**src/logic/ifetch_pkg.sv**
```systemverilog
package ifetch_pkg;

  // word and address width
  localparam int addr_w = 32;
  localparam int data_w = 32;

  // direct-mapped geometry, 64 lines of 4 words
  localparam int index_bits  = 6;
  localparam int offset_bits = 2;
  localparam int line_words  = 1 << offset_bits;
  localparam int tag_bits    = addr_w - index_bits - offset_bits - 2;

  // top three address bits select the segment
  localparam logic [addr_w-1:0] seg_mask   = 32'he000_0000;
  localparam logic [addr_w-1:0] kseg0_base = 32'h8000_0000;
  localparam logic [addr_w-1:0] kseg1_base = 32'ha000_0000;

  // AXI read channel constants
  localparam int               axi_id_w       = 4;
  localparam logic [7:0]       axi_len_line   = 8'(line_words - 1);
  localparam logic [1:0]       axi_burst_incr = 2'b01;
  localparam logic [2:0]       axi_size_word  = 3'b010;

  // physical address, seen raw or split for the cache
  typedef union packed {
    logic [addr_w-1:0] raw;
    struct packed {
      logic [tag_bits-1:0]    tag;
      logic [index_bits-1:0]  index;
      logic [offset_bits-1:0] word;
      logic [1:0]             byte_off;
    } f;
  } paddr_u;

  typedef struct packed {
    logic              req;
    logic [addr_w-1:0] addr;
  } fetch_req_t;

  typedef struct packed {
    logic              addr_ok;
    logic              data_ok;
    logic              err;
    logic [data_w-1:0] rdata;
  } fetch_rsp_t;

  // burst set means a whole line
  typedef struct packed {
    logic   req;
    paddr_u addr;
    logic   burst;
  } mem_req_t;

  typedef struct packed {
    logic              addr_ok;
    logic              data_ok;
    logic              last;
    logic [data_w-1:0] rdata;
  } mem_rsp_t;

  typedef struct packed {
    logic [axi_id_w-1:0] arid;
    logic [addr_w-1:0]   araddr;
    logic [7:0]          arlen;
    logic [2:0]          arsize;
    logic [1:0]          arburst;
    logic                arvalid;
  } axi_ar_t;

  typedef struct packed {
    logic [data_w-1:0] rdata;
    logic              rlast;
    logic              rvalid;
  } axi_r_t;

endpackage

```
**src/logic/seg_router.sv**
```systemverilog
module seg_router (
  input  logic                   clk,
  input  logic                   rst_n,
  input  ifetch_pkg::fetch_req_t cpu_req,
  output ifetch_pkg::fetch_rsp_t cpu_rsp,
  output ifetch_pkg::mem_req_t   cache_req,
  input  ifetch_pkg::fetch_rsp_t cache_rsp,
  output ifetch_pkg::mem_req_t   unc_req,
  input  ifetch_pkg::mem_rsp_t   unc_rsp,
  output logic                   cached
);
  import ifetch_pkg::*;

  logic   is_k0;
  logic   is_k1;
  logic   is_err;
  paddr_u paddr;
  paddr_u unc_addr_q;
  logic   busy;
  logic   err_q;
  logic   unc_pend;
  logic   accept;
  logic   done;

  // segment decode on the virtual address
  assign is_k0  = (cpu_req.addr & seg_mask) == kseg0_base;
  assign is_k1  = (cpu_req.addr & seg_mask) == kseg1_base;
  // anything else would need the TLB
  assign is_err = ~(is_k0 | is_k1);

  // unmapped segments just drop the top bits
  assign paddr.raw = cpu_req.addr & ~seg_mask;

  assign accept = cpu_rsp.addr_ok;
  assign done   = cpu_rsp.data_ok;

  // cached fetches go straight to the cache, only while idle
  always_comb begin
    cache_req.req   = cpu_req.req & ~busy & is_k0;
    cache_req.addr  = paddr;
    cache_req.burst = 1'b0;
  end

  // uncached fetch is replayed from the registered address
  always_comb begin
    unc_req.req   = unc_pend;
    unc_req.addr  = unc_addr_q;
    unc_req.burst = 1'b0;
  end

  always_ff @(posedge clk) begin
    if (!rst_n) begin
      busy     <= 1'b0;
      cached   <= 1'b0;
      err_q    <= 1'b0;
      unc_pend <= 1'b0;
    end else if (accept) begin
      busy     <= 1'b1;
      cached   <= is_k0;
      err_q    <= is_err;
      unc_pend <= is_k1;
    end else begin
      if (done) begin
        busy <= 1'b0;
      end
      if (unc_rsp.addr_ok) begin
        unc_pend <= 1'b0;
      end
    end
  end

  always_ff @(posedge clk) begin
    if (accept) begin
      unc_addr_q <= paddr;
    end
  end

  // kseg1 and error fetches are accepted here, kseg0 waits for the cache
  always_comb begin
    cpu_rsp.addr_ok = cpu_req.req & ~busy & (~is_k0 | cache_rsp.addr_ok);
    cpu_rsp.data_ok = 1'b0;
    cpu_rsp.err     = 1'b0;
    cpu_rsp.rdata   = unc_rsp.rdata;
    if (busy) begin
      if (err_q) begin
        cpu_rsp.data_ok = 1'b1;
        cpu_rsp.err     = 1'b1;
        cpu_rsp.rdata   = '0;
      end else if (cached) begin
        cpu_rsp.data_ok = cache_rsp.data_ok;
        cpu_rsp.err     = cache_rsp.err;
        cpu_rsp.rdata   = cache_rsp.rdata;
      end else begin
        // single beat, so last comes with the only data_ok
        cpu_rsp.data_ok = unc_rsp.data_ok & unc_rsp.last;
      end
    end
  end

endmodule

```
**config.mk**
```make
export PLATFORM = sky130hd
export DESIGN_NAME = seg_router
export DESIGN_NICKNAME = d
export VERILOG_FILES = /design/src/logic/ifetch_pkg.sv /design/src/logic/seg_router.sv
export SDC_FILE = /design/constraint.sdc
export NUM_CORES = 1
export LEC_CHECK = 0
export ABC_AREA = 1
export BUFFER_PORTS_ARGS = -buffer_cell sky130_fd_sc_hd__buf_2
export CAP_MARGIN = 20
export CORE_MARGIN = 2
export CORE_UTILIZATION = 31
export CTS_CLUSTER_DIAMETER = 40
export DETAILED_ROUTE_END_ITERATION = 12
export PLACE_DENSITY_LB_ADDON = 0.15
export SLEW_MARGIN = 25
export SYNTH_ARGS = -nofsm -noshare
export SYNTH_HDL_FRONTEND = slang
export SYNTH_SLANG_ARGS = --single-unit
```
**constraint.sdc**
```tcl
create_clock -name clk -period 2.75 [get_ports clk]
set_input_delay 0.825 -clock clk [delete_from_list [all_inputs] [get_ports clk]]
set_output_delay 0.825 -clock clk [all_outputs]
set_load 0.01 [all_outputs]
```
==> Word-level counts from Yosys, hierarchy flattened <==
Cells that the tools add are included.
W data, S select, Z words.
{ "classes": {"n_eq_ne": 2, "n_mux": 8, "n_bitwise": 9, "reduce_logical": 2} }
{ "ops": {"columns": ["operator", "count"], "rows": [
  ["$mux W34", 2],
  ["$mux W33", 1],
  ["$eq A3 B3 Y1 const B", 2],
  ["$mux W1", 5],
  ["$and A1 B1 Y1", 4],
  ["$reduce_bool A2 Y1", 2],
  ["$not A1 Y1", 3],
  ["$or A1 B1 Y1", 2]
]} }
{ "word_totals": {"regBits": 33, "elab_cells": 26} }

==> Longest topological paths before layout <==
Gate-level depths: netlist (run 1).
{ "depth": {"ltp_word": 6, "ltp_mapped": 5} }

==> Worst setup path after synthesis (run 1) <==
No wires, ideal clock.
{ "synth_timing": {"path_kind": "in2out", "start": "input port cpu_req[32] in the netlist's numbering", "end": "output port cpu_rsp[34] in the netlist's numbering", "t_arrival_ns": 2.013, "required_ns": 1.925, "slack_ns": -0.088, "cell_stages": 5, "n_path_buf": 1, "path_cell_list": "inv_1 > nor2_1 > nand2_1 > inv_1 > buf_4"} }
{ "synth_via": {"elab_chain_cells": 2} }
{ "synth_lines": {"columns": ["item", "line", "text"], "rows": [
  ["start: declaration", "seg_router.sv:4", "input ifetch_pkg::fetch_req_t cpu_req,"],
  ["$and A1 B1 Y1 (2 in series)", "seg_router.sv:80", "cpu_rsp.addr_ok = cpu_req.req & ~busy & (~is_k0 | cache_rsp.addr_ok);"],
  ["end: declaration", "seg_router.sv:5", "output ifetch_pkg::fetch_rsp_t cpu_rsp,"]
]} }
No other way between the ends.

==> metrics.yaml, run 1 <==
synthTopCellsByCount: "67 x nor2_1, 39 x buf_4, 29 x edfxtp_1, 23 x o21ai_0, 10 x nand2_1"
synth.distinct_cells: 18
slew_viol_final: 0
required_ns: 1.93
cp_max_fo: 5
grt_use_total: 0.145
dieArea_sq_um: 6660
syn_area_sq_um: 1870
critPathTopFamily: "simple AND/OR/NAND/NOR gates"
antenna_left: 0
clockRootBuffer: "clkbuf_8"
setup_violations: 0
synth_top_area_share: 0.466
rows: 28
clk_pin_slew_ns: 0.06
final_hold_viol_count: 0
final.setup.tns_ns: 0
cts_resized: 0
critPathCaptureType: "output port"
max_freq_mhz: 410
antenna_found_initial: 0
path_buf_inv: 4
diodes: 0
cp-start-kind: "input pin"
nets: 487
hpwl_microns: 4420
grt_first_pass_wirelength_microns: 7210
vias: 1904
die_w_microns: 81.6
grt_max_degree: 34
arrival_ns: 1.61
synthTopCellsByArea: "edfxtp_1 47%, buf_4 16%, nor2_1 13%, o21ai_0 6.2%, dfxtp_1 4.3%"
status: "completed"
hold_class: "flop to flop"
crit_top_cell: "buf_2"
cts_tree: "done"
overflow: 0
drc: 0
async_flop_share: 0
core_area_sq_um: 5890
clock_tree.htree_level_count: 2
seq_area_frac_synth: 0.509
nFillCells: 613
p_leak_nw: 1.46
area_delta_synth_final_pct: 46.6
max_cap_violations: 0
cts_setup_buffers: 0
ys.warnings.count: 0
multi_input_area_sq_um: 546
power.density_nw_per_um2: 454
finalCritPeriodShare: 0.886
final_util: 0.465
path_class: "input pin to output port"
numCtsBuffers: 5
path_cells: "buf_2 > inv_1 > nor2_1 > nand2_1 > clkinvlp_4 > buf_2"
whs_ns: 0.490
yosysTopAreaCell: "edfxtp_1"
postCtsHoldBufs: 0
clkLatencyLatePin_ns: 0.28
post_drt_wl_per_cell_microns: 11.9
drtIter0Drc: 36
synth_most_common_cell: "nor2_1"
grt_pass1_vias: 1511
initial_core_util: 0.317
final-seq-area_sq_um: 951
crit_path_max_incr_delay_ns: 0.21
gp_congestion: 0.739
cts_max_path_buffers: 2
synth_edf_count: 29
dr.pass1.iters: 4
io_pins: 209
totalWireLength_microns: 5450
finalCriticalPeriod_ns: 2.44
skew_ns: 0.00636
synth-seq-cells: 33
avgSynthCellArea_sq_um: 8.76
io_buffers: 200
drive_gt1_frac: 0.555
synth_cells: 213
ys.flop_type: "edfxtp_1"
slowest_stage: "nand2_1"
rsz0062_at_grt: "no"
peakVddDrop_mv: 0.331
chipHeight_microns: 81.6
viasPerCell: 4.17
numClockSinks: 33
[logic make-up (layout without fill, tap and decap cells)]
group           Yosys count  after routing  synth area share
buf+inv                  58            220             0.212
other cells               1              8           0.00201
flops                    33             33             0.509
simple gates             84             84             0.176
compound gates           37             37            0.0999
[sequential cells by signal (all words and copies together) (netlist names)]
register and count:
cached 1, busy 1, unc_addr_q 29, err_q 1
unc_pend 1
[tightest hold or removal path, stage by stage, from the launching register on]
cell	delay, ns
dfxtp_1	0.33
nand2_1	0.07
a21oi_1	0.05
[metal layers]
layer,part of all wire,global-route usage,vias up
met3,0.14,0.0637,6
met4,0.012,0.0500,0
met2,0.50,0.263,121
met5,0,0,-
li1,-,-,986
met1,0.35,0.148,791
[layout by cell type, fill, tap and decap left out]
cell type	Yosys	final
buf_2	6	200
nor2_1	67	67
edfxtp_1	29	29
o21ai_0	23	23
nand2_1	10	10
o21ai_1	9	9
inv_1	9	8
conb_1	1	8
clkbuf_8	0	5
a21oi_1	4	4
dfxtp_1	4	4
nand3_1	3	3
buf_4	39	3
clkinvlp_4	0	2
nand4_1	2	2
nand2_2	1	1
inv_4	1	1
a31oi_1	1	1
nor4_1	1	1
clkinv_1	0	1
[stage by stage]
stage               worst slack [ns]  instance area (sq um)  total power [mW]  std cells
finish                         0.314                   2740              1.24        457
global route                   0.229                   2740              1.31        457
detailed placement             0.314                   2660             0.915        450
floorplan                     0.0752                   1900             0.778        220
CTS                            0.308                   2740              1.26        457
global placement               0.326                   2660             0.913        450
[final timing paths]
kind	cells past startpoint	endpoint	startpoint	slack [ns]
max	6	cpu_rsp[34]	cpu_req[32]	0.31
min	2	err_q	err_q	0.49
max reg2reg	4	unc_addr_q[5]	busy	1.13
min reg2reg	2	err_q	err_q	0.49
[power breakdown]
group          switching, mW  internal, mW  total (mW)
sequential           0.00982         0.584       0.594
clock                  0.174         0.170       0.343
combinational          0.167         0.139       0.306
total                  0.350         0.893        1.24
[area by class of cell]
class                   instances  area share
repair buffers                203       0.374
clock inverters                 2     0.00411
well taps                      75      0.0343
clock buffers                   5      0.0251
multi-input cells             129       0.199
inverters                      10      0.0160
flip-flops and latches         33       0.347
(Power assumes the default switching activity.)
==> run 2, diff against run 1 <==
- CELL_PAD_IN_SITES_DETAIL_PLACEMENT: not set -> 1
- CELL_PAD_IN_SITES_GLOBAL_PLACEMENT: not set -> 1
- CORE_UTILIZATION: 31 -> 20
==> run 2 against run 1 <==
Sequential share of layout area decreased by 0.88 points. Register-to-register slack got worse by 0.02 ns. First-iteration DRC count fell by 17%. Worst setup slack lost 0.0025 ns.
==> metrics.yaml, run 2 (same netlist as run 1, synthesis figures left out) <==
peakVddDrop_mv: 0.341
numClockSinks: 33
final_util: 0.307
final_hold_viol_count: 0
grt_max_degree: 34
final_common_cell: "buf_2"
hold_path_depth: 2
place_area_sq_um: 2700
final_area_sq_um: 2810
totalWireLength_microns: 6300
grt_busiest_layer: "met2"
vias: 1996
clock_tree.htree_level_count: 2
final_cell_mix: "200 x buf_2, 67 x nor2_1, 29 x edfxtp_1"
clk_pin_slew_ns: 0.06
r2r_start: "busy"
finalCriticalPeriod_ns: 2.44
r2r_slack_ns: 1.11
drive_gt1_frac: 0.554
postCtsHoldBufs: 0
final.setup.tns_ns: 0
holdPathEnd: "err_q"
gp_congestion: 0.715
core_area_sq_um: 9150
arrival_ns: 1.61
cp_num_cells: 6
path_class: "input pin to output port"
critPathCaptureType: "output port"
rsz0062_at_grt: "no"
io_buffers: 200
skew_ns: 0.00558
grt_use_total: 0.115
rows: 35
final_cells: 494
viasPerCell: 4.04
antenna_found_initial: 0
chipHeight_microns: 101
dp_cells: 486
initial_core_util: 0.204
clkLatencyLatePin_ns: 0.28
largest_register: "unc_addr_q"
cts_max_path_buffers: 2
path_buf_inv: 3
cts_resized: 0
nets: 487
cp-start-kind: "input pin"
drtIter0Drc: 30
cp_max_fo: 5
rr_endpoint: "unc_addr_q[5]"
whs_ns: 0.490
grt_use_met3: 0.0402
slew_viol_final: 0
setup_violations: 0
antenna_left: 0
required_ns: 1.93
overflow: 0
clockRootBuffer: "clkbuf_8"
diodes: 0
max_cap_violations: 0
met2_usage: 0.211
area_delta_synth_final_pct: 50.5
numCtsBuffers: 5
crit_top_cell: "buf_2"
critPathTopFamily: "buffers and inverters"
io_pins: 209
power.density_nw_per_um2: 480
p_leak_nw: 1.48
max_freq_mhz: 410
finalCritPeriodShare: 0.887
status: "completed"
post_drt_wl_per_cell_microns: 12.8
path_cells: "buf_2 > nor2_1 > nand3_1 > nand2_1 > clkinvlp_4 > buf_2"
dieArea_sq_um: 10100
slowest_stage: "nand2_1"
reg2regPathDepth: 4
grt_pass1_vias: 1783
die_w_microns: 101
grt.met1_usage: 0.124
hold_class: "flop to flop"
grt_first_pass_wirelength_microns: 9050
cts_tree: "done"
hpwl_microns: 5110
largest_reg_flops: 29
nFillCells: 1189
crit_path_max_incr_delay_ns: 0.20
dr.pass1.iters: 4
drc: 0
worstHoldStart: "err_q"
cts_setup_buffers: 0
run 2: changes by cell type in the layout (fill, tap and decap cells not counted):
cell        before  now
bufinv_16        0    1
clkbuf_1         0    1
clkinvlp_4       2    1
run 2: routing by layer:
layer / wire length, microns / vias to the layer above
met1: 2380 / 881
met5: 0 / -
met3: 653 / 5
met2: 3190 / 119
met4: 70 / 0
li1: - / 991
run 2: stage by stage:
stage	total power, mW	worst slack [ns]
2_1_floorplan	0.778	0.0752
3_3_place_gp	0.922	0.324
3_5_place_dp	0.926	0.304
4_1_cts	1.37	0.303
5_1_grt	1.42	0.210
6_report	1.35	0.311
run 2: worst reg2reg max path, delay by kind of cell, from the launching register on:
family                 cells  cell delay [ns]
buffers and inverters      2             0.48
flip-flops                 1             0.37
AND/OR/NAND/NOR            2             0.45
run 2: worst max-delay path by stage:
stage,startpoint,endpoint,slack [ns]
final,cpu_req[29],cpu_rsp[34],0.31
after global routing,cpu_req[32],cpu_rsp[34],0.21
after CTS,cpu_req[32],cpu_rsp[34],0.30
after detailed placement,cpu_req[32],cpu_rsp[34],0.30
after global placement,cpu_req[29],cpu_rsp[34],0.32
after floorplan,cpu_req[29],cpu_rsp[34],0.08
run 2: layout make-up:
class / instances / area, sq um / share of cell area
Multi-Input combinational cell: 129 / 546 / 0.194
Clock inverter: 2 / 33.8 / 0.0120
Sequential cell: 33 / 951 / 0.339
Clock buffer: 6 / 72.6 / 0.0258
Timing Repair Buffer: 203 / 1020 / 0.364
Tap cell: 111 / 139 / 0.0494
Inverter: 10 / 43.8 / 0.0156
run 2: power by group:
| part | switching, mW | leakage [nW] | total [mW] | internal (mW) |
|---|---|---|---|---|
| clock network | 0.172 | 0.0528 | 0.439 | 0.267 |
| registers | 0.0104 | 0.310 | 0.595 | 0.584 |
| logic | 0.175 | 1.11 | 0.314 | 0.139 |
