--- src/logic/ifetch_pkg.sv ---
package ifetch_pkg;

  // word and address width
  localparam int addr_w = 32;
  localparam int data_w = 32;

  // direct-mapped geometry, 64 lines of 4 words
  localparam int index_bits  = 6;
  localparam int offset_bits = 2;
  localparam int line_words  = 1 << offset_bits;
  localparam int tag_bits    = addr_w - index_bits - offset_bits - 2;

  // top three address bits select the segment
  localparam logic [addr_w-1:0] seg_mask   = 32'he000_0000;
  localparam logic [addr_w-1:0] kseg0_base = 32'h8000_0000;
  localparam logic [addr_w-1:0] kseg1_base = 32'ha000_0000;

  // AXI read channel constants
  localparam int               axi_id_w       = 4;
  localparam logic [7:0]       axi_len_line   = 8'(line_words - 1);
  localparam logic [1:0]       axi_burst_incr = 2'b01;
  localparam logic [2:0]       axi_size_word  = 3'b010;

  // physical address, seen raw or split for the cache
  typedef union packed {
    logic [addr_w-1:0] raw;
    struct packed {
      logic [tag_bits-1:0]    tag;
      logic [index_bits-1:0]  index;
      logic [offset_bits-1:0] word;
      logic [1:0]             byte_off;
    } f;
  } paddr_u;

  typedef struct packed {
    logic              req;
    logic [addr_w-1:0] addr;
  } fetch_req_t;

  typedef struct packed {
    logic              addr_ok;
    logic              data_ok;
    logic              err;
    logic [data_w-1:0] rdata;
  } fetch_rsp_t;

  // burst set means a whole line
  typedef struct packed {
    logic   req;
    paddr_u addr;
    logic   burst;
  } mem_req_t;

  typedef struct packed {
    logic              addr_ok;
    logic              data_ok;
    logic              last;
    logic [data_w-1:0] rdata;
  } mem_rsp_t;

  typedef struct packed {
    logic [axi_id_w-1:0] arid;
    logic [addr_w-1:0]   araddr;
    logic [7:0]          arlen;
    logic [2:0]          arsize;
    logic [1:0]          arburst;
    logic                arvalid;
  } axi_ar_t;

  typedef struct packed {
    logic [data_w-1:0] rdata;
    logic              rlast;
    logic              rvalid;
  } axi_r_t;

endpackage

--- src/logic/axi_rd_bridge.sv ---
module axi_rd_bridge #(
  parameter logic [ifetch_pkg::axi_id_w-1:0] ar_id = '0
) (
  input  logic                 clk,
  input  logic                 rst_n,
  input  ifetch_pkg::mem_req_t req,
  output ifetch_pkg::mem_rsp_t rsp,
  output ifetch_pkg::axi_ar_t  ar,
  input  logic                 arready,
  input  ifetch_pkg::axi_r_t   r,
  output logic                 rready
);
  import ifetch_pkg::*;

  typedef enum logic [1:0] {
    s_idle,
    s_addr,
    s_data
  } state_t;

  state_t state;

  logic [addr_w-1:0] araddr_q;
  logic [7:0]        arlen_q;
  logic              accept;

  assign accept = (state == s_idle) & req.req;

  always_ff @(posedge clk) begin
    if (!rst_n) begin
      state <= s_idle;
    end else begin
      case (state)
        s_idle: begin
          if (req.req) begin
            state <= s_addr;
          end
        end
        s_addr: begin
          // arvalid held until the slave takes it
          if (arready) begin
            state <= s_data;
          end
        end
        s_data: begin
          if (r.rvalid && r.rlast) begin
            state <= s_idle;
          end
        end
        default: begin
          state <= s_idle;
        end
      endcase
    end
  end

  // line refill uses the full burst, uncached a single beat
  always_ff @(posedge clk) begin
    if (accept) begin
      araddr_q <= req.addr.raw;
      arlen_q  <= req.burst ? axi_len_line : 8'd0;
    end
  end

  always_comb begin
    ar.arid    = ar_id;
    ar.araddr  = araddr_q;
    ar.arlen   = arlen_q;
    ar.arsize  = axi_size_word;
    ar.arburst = axi_burst_incr;
    ar.arvalid = (state == s_addr);
  end

  assign rready = (state == s_data);

  // every beat passes through as it is taken
  always_comb begin
    rsp.addr_ok = accept;
    rsp.data_ok = (state == s_data) & r.rvalid;
    rsp.last    = r.rlast;
    rsp.rdata   = r.rdata;
  end

endmodule

--- config.mk ---
export PLATFORM = sky130hd
export DESIGN_NAME = axi_rd_bridge
export DESIGN_NICKNAME = d
export VERILOG_FILES = /design/src/logic/ifetch_pkg.sv /design/src/logic/axi_rd_bridge.sv
export SDC_FILE = /design/constraint.sdc
export NUM_CORES = 1
export LEC_CHECK = 0
export ABC_AREA = 1
export BUFFER_PORTS_ARGS = -buffer_cell sky130_fd_sc_hd__buf_2
export CORE_MARGIN = 8
export CORE_UTILIZATION = 31
export CTS_CLUSTER_SIZE = 12
export DETAILED_ROUTE_END_ITERATION = 8
export PLACE_DENSITY = 0.76
export SLEW_MARGIN = 0
export SYNTH_ARGS = -nofsm -noshare
export SYNTH_HDL_FRONTEND = slang
export SYNTH_SLANG_ARGS = --single-unit
--- constraint.sdc ---
create_clock -name clk -period 2.1 [get_ports clk]
set_input_delay 0.525 -clock clk [delete_from_list [all_inputs] [get_ports clk]]
set_output_delay 0.525 -clock clk [all_outputs]
set_load 0.01 [all_outputs]
======== Word level (Yosys, flattened, before mapping) ========
Index checks and enable logic that the tools add are counted.
storage, ports and cells
  logic and storage cells ................. 18
  output and inout bits ................... 86
  input bits .............................. 71
  bits in registers ....................... 42
cells by class
  muxes and demuxes ....................... 5
  reduce and logical (&&, ||, !) cells .... 3
  eq/ne operators ......................... 5
  bitwise operators ....................... 2
operator list
  operator                                                                  count
  2-bit 2-to-1 mux                                                          4
  2-bit one-hot mux with 3 select lines                                     1
  2-bit by 1-bit inequality test with 1-bit output (second input constant)  2
  3-bit AND reduction                                                       1
  1-bit AND                                                                 2
  2-bit by 1-bit == test with 1-bit output (second input constant)          1
  2-bit == test (second input constant)                                     1
  2-bit zero test                                                           1
  2-bit inequality test (second input constant)                             1
  1-bit logical AND                                                         1

======== Depth between registers and ports, before layout ========
Gate-level depths: netlist of the first run.
  depth after elaboration ................. 3
  gate-level depth with buffers ........... 4
  mapped depth without buffers ............ 3

======== Least setup slack after synthesis of the first run ========
No wires, ideal clock.
  path kind ............................... in2out
  start ................................... input req[33] (netlist name)
  end ..................................... output rsp[34] (netlist name)
  setup slack ............................. 55 ps
  data required time ...................... 1,575 ps
  data arrival time ....................... 1,520 ps
  path buffers ............................ 1
  stages .................................. 3
  path through ............................ nand2_1 > inv_1 > buf_4
on the way
  word-level cells in the longest chain between the ends .. 1
ends and longest elaborated chain
  element             RTL line             source
  start: declaration  axi_rd_bridge.sv:6   input ifetch_pkg::mem_req_t req,
  1-bit AND           axi_rd_bridge.sv:27  assign accept = (state == s_idle) & req.req;
  end: declaration    axi_rd_bridge.sv:7   output ifetch_pkg::mem_rsp_t rsp,
No other way between the ends.

==> flow_metrics.py, run 1 <==
metrics = {
    "logic_synthesis": {
        "synth-seq-cells": 35,
        "synth_xor_area_share_pct": 0,
        "ys_types": 12,
        "synthAdderAreaFrac_pct": 0,
        "synthCells": 102,
        "yosysWarnings": 0,
        "synth_mux_area_share_pct": 0,
        "synth_area_um2": 1490,
        "synth_top_family_by_area": "buffers and inverters",
        "yosysSeqAreaShare_pct": 69.4,
        "synthSimpleGateAreaFrac_pct": 2.86,
        "synth_compound_area_share_pct": 0.927,
        "syn_area_per_cell_um2": 14.6,
    },
    "setup_path": {
        "cp.arrival_ns": 1.06,
        "cp_num_buf_inv": 2,
        "crit_chain": "nor2_1 > nand2_1 > inv_1 > buf_2",
        "critical_path_class": "reg2out",
        "endpoint_kind": "primary output",
        "cp_top_family": "flip-flops",
        "cp_max_fo": 5,
        "required_ns": 1.57,
        "critPathSlowestCell": "dfxtp_1",
        "slowest_delay_ns": 0.34,
        "worstSetupStartpointType": "flip-flop",
    },
    "pwr": {
        "p_leak_nw": 0.775,
        "p_comb_share_pct": 11.1,
        "p_int_mw": 1.12,
        "power_frac_clock_pct": 31.2,
        "p_sw_uw": 329,
        "power.total_mw": 1.45,
        "p_sw_share_pct": 22.7,
        "ir_drop_v": 0.000242,
        "p_per_area_nw_per_um2": 848,
        "seqPwrFrac_pct": 57.7,
    },
    "floorplanning": {
        "die_y_um": 85.2,
        "dieArea_um2": 7260,
        "ios": 157,
        "core-area_um2": 4660,
        "start_util_pct": 31.9,
        "fp.dieW_um": 85.2,
        "rows": 25,
    },
    "route": {
        "route.met3.wl_um": 689,
        "ant_nets": 0,
        "vias": 822,
        "top_layer_used": "met4",
        "drc": 0,
        "viasPerCell": 4.01,
        "wire_per_inst_um": 15.2,
        "met1_length_um": 910,
        "wl_met2_um": 1390,
        "firstDrtPassIters": 4,
        "wirelength_um": 3110,
        "drt_iter0_drc": 37,
    },
    "cts": {
        "hold_buffers": 0,
        "path_clk_slew_ns": 0.07,
        "clockBufferDepth": 2,
        "cts.sink_count": 35,
        "clk_latency_ns": 0.28,
        "cts-resized-gates": 0,
        "post_cts_buffers": 0,
        "root_buffer": "clkbuf_8",
        "cts_tree": "yes",
        "numCtsBuffers": 5,
        "htreeDepth": 2,
    },
    "placement": {
        "dpl_cell_area_um2": 1620,
        "hpwl_um": 2550,
        "io_buffers": 77,
        "dp.cells": 197,
        "gp_congestion": 0.731,
    },
    "timing": {
        "period_minus_slack_ns": 1.58,
        "tns_ns": 0,
        "fmax_mhz": 632,
        "hold_viol": 0,
        "worst_clock_skew_ns": 0.00565,
        "fin_hold_ws_ns": 0.412,
        "slew_viol_final": 0,
        "grt_setup_unrepaired": "false",
        "post-route-period-util_pct": 75.4,
        "setup_viol": 0,
    },
    "global_route": {
        "gr-total-overflow": 0,
        "antenna_found_initial": 0,
        "grt_pass1_wl_um": 4440,
        "first_global_vias": 829,
        "grt_usage_pct": 8.27,
        "grt_max_degree": 33,
    },
    "cells_and_area": {
        "final_cell_count_no_fill": 205,
        "syn_to_final_growth_pct": 14.7,
        "final_common_cell": "buf_2",
        "design_area_um2": 1700,
        "num_antenna_cells": 0,
        "layout_common_cells": "buf_2 (77), edfxtp_1 (33), conb_1 (15), clkbuf_8 (5), inv_1 (4)",
        "fin_nets": 221,
        "layout-drive-gt1-share_pct": 57.0,
    },
    "status": {
        "outcome": "completed",
    },
    "run": {
        "cap_violations": 0,
    },
    "min_path": {
        "hold_path_class": "in2reg",
    },
}
[kinds of logic (layout without fill, tap and decap cells)]
family                 count (synthesis)  count (layout)
buffers and inverters                 54              90
flip-flops                            35              35
AND/OR/NAND/NOR                        9               9
other                                  2              15
AO/OA/AOI/OAI                          2               2
[per-stage QoR]
stage | setup WS [ns] | utilization (%)
after floorplan | 0.0548 | -
after global placement | 0.607 | 34.7
after detailed placement | 0.594 | 34.7
after CTS | 0.482 | 36.6
after global routing | 0.413 | 36.6
final | 0.517 | 36.6
[area by class of cell]
type                       instances  area, um2
clock buffer                       6       72.6
clock inverter                     2       12.5
fill                             448       2960
inverter                           4       15.0
multi-input combinational         26        113
sequential                        35       1030
tap                               54       67.6
timing repair buffer              78        393
[metal layers]
metal / vias up / GRT usage, %
met5: - / 0
met4: 0 / 6.15
met3: 18 / 6.76
met2: 75 / 13.7
met1: 358 / 6.13
li1: 371 / -
[sequential cells by signal, indices dropped and copies added (netlist names)]
| register | flops |
|---|---|
| state | 2 |
| araddr_q | 32 |
| arlen_q | 1 |
[synthesized netlist by cell type]
cell	number	area [um2]
buf_4	50	375
edfxtp_1	33	991
inv_1	4	15.0
nor2_1	3	11.3
conb_1	2	7.51
dfxtp_1	2	40.0
nand2_1	2	7.51
nand3_1	2	10.0
a21oi_1	1	5.00
a21oi_2	1	8.76
and3_1	1	6.26
nand3b_1	1	7.51
[power by group through the flow]
stage	clock network, mW	logic [mW]	registers [mW]
final	0.451	0.160	0.835
after floorplan	0	0.131	0.877
after CTS	0.463	0.163	0.835
after global routing	0.497	0.176	0.839
after detailed placement	0	0.163	0.850
after global placement	0	0.160	0.848
[final timing paths]
| path | startpoint | endpoint | slack [ns] | cells after the start |
|---|---|---|---|---|
| worst max-delay path | state[0] | rsp[34] | 0.52 | 4 |
| worst min-delay path | req[21] | araddr_q[20] | 0.41 | 1 |
| worst max register to register | state[0] | araddr_q[30] | 0.77 | 4 |
| worst min register to register | state[0] | state[1] | 0.53 | 2 |
Note: power is estimated with default switching activity, not from simulation.
==> run 2, diff against run 1 <==
--- a/config.mk
+++ b/config.mk
@@ -8,10 +8,10 @@
 export ABC_AREA = 1
 export BUFFER_PORTS_ARGS = -buffer_cell sky130_fd_sc_hd__buf_2
 export CORE_MARGIN = 8
-export CORE_UTILIZATION = 31
+export CORE_UTILIZATION = 35
 export CTS_CLUSTER_SIZE = 12
 export DETAILED_ROUTE_END_ITERATION = 8
-export PLACE_DENSITY = 0.76
+export PLACE_DENSITY = 0.81
 export SLEW_MARGIN = 0
 export SYNTH_ARGS = -nofsm -noshare
 export SYNTH_HDL_FRONTEND = slang
==> constraint.sdc (replaced) <==
create_clock -name clk -period 1.6 [get_ports clk]
set_input_delay 0.4 -clock clk [delete_from_list [all_inputs] [get_ports clk]]
set_output_delay 0.4 -clock clk [all_outputs]
set_load 0.01 [all_outputs]
==> flow_metrics.py, run 2 (synthesis results as in run 1) <==
metrics = {
    "cells_and_area": {
        "regArea_um2": 1030,
        "multi_input_area_um2": 123,
        "top_register": "araddr_q",
        "layout_common_cells": "buf_2 (77), edfxtp_1 (33), conb_1 (15), clkbuf_8 (5), inv_1 (3)",
        "final_common_cell": "buf_2",
        "fill_cells": 399,
        "largest_reg_flops": 32,
        "syn_to_final_growth_pct": 15.8,
        "num_antenna_cells": 0,
        "fin_nets": 222,
        "layout-drive-gt1-share_pct": 59.9,
        "top_regs": "araddr_q x32, state x2, arlen_q x1",
    },
    "setup_path": {
        "cp.arrival_ns": 1.06,
        "slowest_delay_ns": 0.34,
        "critPathCapture": "rsp[34]",
        "timing.rr.start": "state[0]",
        "crit_chain": "nor2_2 > nand2_4 > clkinvlp_4 > buf_2",
        "r2r_slack_ns": 0.39,
        "path_depth": 4,
        "endpoint_kind": "primary output",
        "rr_worst_depth": 4,
        "cp_num_buf_inv": 2,
        "critical_path_class": "reg2out",
        "critPathLaunch": "state[0]",
        "rr_endpoint": "araddr_q[5]",
        "cp_max_fo": 5,
        "cp_top_family": "flip-flops",
        "critPathSlowestCell": "dfxtp_2",
        "required_ns": 1.20,
        "worstSetupStartpointType": "flip-flop",
    },
    "route": {
        "vias": 832,
        "wirelength_um": 3120,
        "wire_per_inst_um": 15.4,
        "drt_iter0_drc": 27,
        "firstDrtPassIters": 3,
        "viasPerCell": 4.12,
        "ant_nets": 0,
        "drc": 0,
    },
    "floorplanning": {
        "die_y_um": 81.1,
        "fp.dieW_um": 81.1,
        "ios": 157,
        "start_util_pct": 36.6,
        "dieArea_um2": 6580,
        "core-area_um2": 4060,
        "rows": 23,
    },
    "placement": {
        "io_buffers": 77,
        "gp_congestion": 0.702,
        "hpwl_um": 2650,
        "post-place-ws_ns": 0.352,
    },
    "cts": {
        "htreeDepth": 2,
        "clk_latency_ns": 0.28,
        "numCtsBuffers": 5,
        "cts-resized-gates": 0,
        "cts.sink_count": 35,
        "cts_tree": "yes",
        "clockBufferDepth": 2,
        "hold_buffers": 0,
        "root_buffer": "clkbuf_8",
        "path_clk_slew_ns": 0.07,
        "post_cts_buffers": 0,
    },
    "status": {
        "outcome": "completed",
    },
    "pwr": {
        "p_per_area_nw_per_um2": 1100,
        "p_leak_nw": 0.778,
        "power.total_mw": 1.90,
        "ir_drop_v": 0.000339,
    },
    "timing": {
        "worst_slack_ns": 0.139,
        "tns_ns": 0,
        "setup_viol": 0,
        "slew_viol_final": 0,
        "hold_viol": 0,
        "period_minus_slack_ns": 1.46,
        "grt_setup_unrepaired": "false",
        "post-route-period-util_pct": 91.3,
        "worst_clock_skew_ns": 0.00616,
        "fmax_mhz": 685,
    },
    "global_route": {
        "grt_pass1_wl_um": 4190,
        "grt_usage_pct": 8.51,
        "first_global_vias": 872,
        "antenna_found_initial": 0,
        "grt_max_degree": 18,
        "gr-total-overflow": 0,
    },
    "min_path": {
        "hold_path_class": "in2reg",
    },
    "run": {
        "cap_violations": 0,
    },
}
-- run 2: cell count changes in the layout (fill, tap and decap cells not counted) --
cell / change
nor2_2: +1
inv_1: -1
nor2_1: -1
nand2_4: +1
clkbuf_1: +1
dfxtp_1: -2
dfxtp_2: +2
nand2_1: -1
buf_4: +1
-- run 2: worst min-delay path by stage --
stage,cells after the start,from,endpoint,slack [ns]
CTS,1,req[18],araddr_q[17],0.29
finish,1,req[8],araddr_q[7],0.30
global placement,2,state[1],state[1],0.50
global route,1,req[17],araddr_q[16],0.28
detailed placement,2,state[1],state[1],0.51
floorplan,2,state[1],state[1],0.48
-- run 2: routing by layer --
metal / share of wire, % / global-route usage [%] / up-vias
met5: 0 / 0 / -
met3: 17 / 5.41 / 16
met4: 3.5 / 6.07 / 0
met1: 31 / 7.18 / 362
li1: - / - / 373
met2: 48 / 14.4 / 81
-- run 2: layout make-up --
cell class | instances | area share [%]
well taps | 50 | 3.64
clock inverters | 1 | 0.291
multi-input cells | 26 | 7.13
inverters | 4 | 1.09
repair buffers | 79 | 23.3
flip-flops and latches | 35 | 60.1
clock buffers | 7 | 4.44
-- run 2: through the flow --
stage | std cells | instance area [um2] | util [%] | hold WS [ns]
after detailed placement | 194 | 1640 | 40.4 | 0.507
after floorplan | 115 | 1550 | - | 0.481
after global placement | 194 | 1640 | 40.4 | 0.496
after global routing | 202 | 1720 | 42.4 | 0.280
final | 202 | 1720 | 42.4 | 0.298
after CTS | 202 | 1720 | 42.4 | 0.287
-- run 2: report_power, final --
part | switching (mW) | total (mW) | internal [mW]
Clock | 0.273 | 0.578 | 0.305
Sequential | 0.0167 | 1.10 | 1.08
Combinational | 0.132 | 0.221 | 0.0891
Total | 0.422 | 1.90 | 1.47
-- run 2: worst reg2reg max path: cells and delay by family (launching register included) --
kind | cells | cell delay (ns)
simple gates | 2 | 0.22
flops | 1 | 0.34
buf+inv | 2 | 0.33
==> run 3, diff against run 2 <==
==> constraint.sdc (replaced) <==
create_clock -name clk -period 1.5 [get_ports clk]
set_input_delay 0.375 -clock clk [delete_from_list [all_inputs] [get_ports clk]]
set_output_delay 0.375 -clock clk [all_outputs]
set_load 0.01 [all_outputs]
==> flow_metrics.py, run 3 (synthesis results as in run 1) <==
metrics = {
    "timing": {
        "slew_viol_final": 0,
        "period_minus_slack_ns": 1.44,
        "post-route-period-util_pct": 95.7,
        "worst_slack_ns": 0.0644,
        "setup_viol": 0,
        "hold_viol": 0,
        "fmax_mhz": 697,
        "tns_ns": 0,
        "worst_clock_skew_ns": 0.00874,
    },
    "run": {
        "cap_violations": 0,
    },
    "setup_path": {
        "worstSetupStartpointType": "flip-flop",
        "required_ns": 1.12,
        "crit_chain": "nor2_2 > nand2_2 > clkinvlp_4 > buf_2",
        "cp.arrival_ns": 1.06,
        "timing.rr.start": "state[1]",
        "slowest_delay_ns": 0.34,
        "critPathLaunch": "state[1]",
        "endpoint_kind": "primary output",
        "critPathSlowestCell": "dfxtp_2",
        "critical_path_class": "reg2out",
        "cp_max_fo": 5,
    },
    "cells_and_area": {
        "fin_nets": 225,
        "layout-drive-gt1-share_pct": 60.6,
        "top_register": "araddr_q",
        "num_antenna_cells": 0,
        "largest_reg_flops": 32,
        "final_common_cell": "buf_2",
        "top_regs": "araddr_q x32, state x2, arlen_q x1",
        "layout_common_cells": "buf_2 (77), edfxtp_1 (33), conb_1 (15), clkbuf_8 (5), buf_4 (5)",
        "final_cell_count_no_fill": 205,
        "design_area_um2": 1740,
        "syn_to_final_growth_pct": 17.1,
    },
    "placement": {
        "gp_congestion": 0.672,
        "post-place-ws_ns": 0.221,
        "dpl_cell_area_um2": 1640,
        "io_buffers": 77,
        "dp.cells": 195,
        "hpwl_um": 2710,
    },
    "floorplanning": {
        "ios": 157,
        "start_util_pct": 36.6,
        "core-area_um2": 4060,
        "fp.dieW_um": 81.1,
        "rows": 23,
        "dieArea_um2": 6580,
        "die_y_um": 81.1,
    },
    "route": {
        "viasPerCell": 4.09,
        "drt_iter0_drc": 23,
        "wirelength_um": 3190,
        "vias": 839,
        "ant_nets": 0,
        "firstDrtPassIters": 4,
        "drc": 0,
        "wire_per_inst_um": 15.6,
    },
    "cts": {
        "cts_tree": "yes",
        "clockBufferDepth": 2,
        "numCtsBuffers": 5,
        "htreeDepth": 2,
        "hold_buffers": 0,
        "cts.sink_count": 35,
        "root_buffer": "clkbuf_8",
        "path_clk_slew_ns": 0.07,
        "clk_latency_ns": 0.27,
    },
    "status": {
        "outcome": "completed",
    },
    "global_route": {
        "first_global_vias": 884,
        "grt_pass1_wl_um": 4400,
        "antenna_found_initial": 1,
        "grt_max_degree": 18,
        "gr-total-overflow": 0,
        "grt_usage_pct": 8.84,
    },
    "pwr": {
        "p_int_mw": 1.57,
        "p_sw_share_pct": 22.8,
        "p_comb_share_pct": 12.0,
        "power_frac_clock_pct": 30.4,
        "p_leak_nw": 0.787,
        "seqPwrFrac_pct": 57.6,
        "p_sw_uw": 463,
        "ir_drop_v": 0.000358,
        "power.total_mw": 2.03,
        "p_per_area_nw_per_um2": 1170,
    },
    "min_path": {
        "hp-start": "req[24]",
        "hold_path_class": "in2reg",
    },
}
## run 3: worst paths after layout
kind / slack, ns / cells past startpoint / end
min: 0.27 / 1 / araddr_q[23]
min reg2reg: 0.52 / 2 / state[1]
max reg2reg: 0.22 / 5 / araddr_q[28]
max: 0.06 / 4 / rsp[34]
## run 3: per-layer routing
layer  GRT usage (%)  share of wire [%]
met3            5.19                 15
met2            15.1                 50
met5               0               0.41
met1            7.91                 32
met4            5.36                2.7
## run 3: critical path: cells and delay by family, from the launching register on
| kind | cells | cell delay [ns] |
|---|---|---|
| DFF | 1 | 0.34 |
| and+or+nand+nor | 2 | 0.22 |
| buffers and inverters | 2 | 0.23 |
## run 3: per-stage QoR
step                hold WS (ns)  util, %
floorplan                  0.474        -
global placement           0.495     40.3
detailed placement         0.511     40.3
CTS                        0.263     42.6
global route               0.252     42.9
finish                     0.273     42.9
## run 3: repair_timing
action | CTS | global route
gates resized for setup | 1 | 1
setup endpoints to repair | 1 | 1
buffers inserted | 1 | 1
pin swaps | 1 | 0
## run 3: final cells by class
type	count	area, um2
fillers	401	2320
flip-flops and latches	35	1030
repair buffers	82	423
multi-input cells	26	118
clock buffers	5	68.8
well taps	50	62.6
inverters	4	18.8
clock inverters	3	15.0
## run 3: power groups by stage
stage / registers (mW) / logic [mW] / clock network, mW
6_report: 1.17 / 0.244 / 0.618
2_1_floorplan: 1.23 / 0.187 / 0
3_5_place_dp: 1.19 / 0.240 / 0
5_1_grt: 1.18 / 0.269 / 0.689
3_3_place_gp: 1.19 / 0.232 / 0
4_1_cts: 1.17 / 0.244 / 0.646
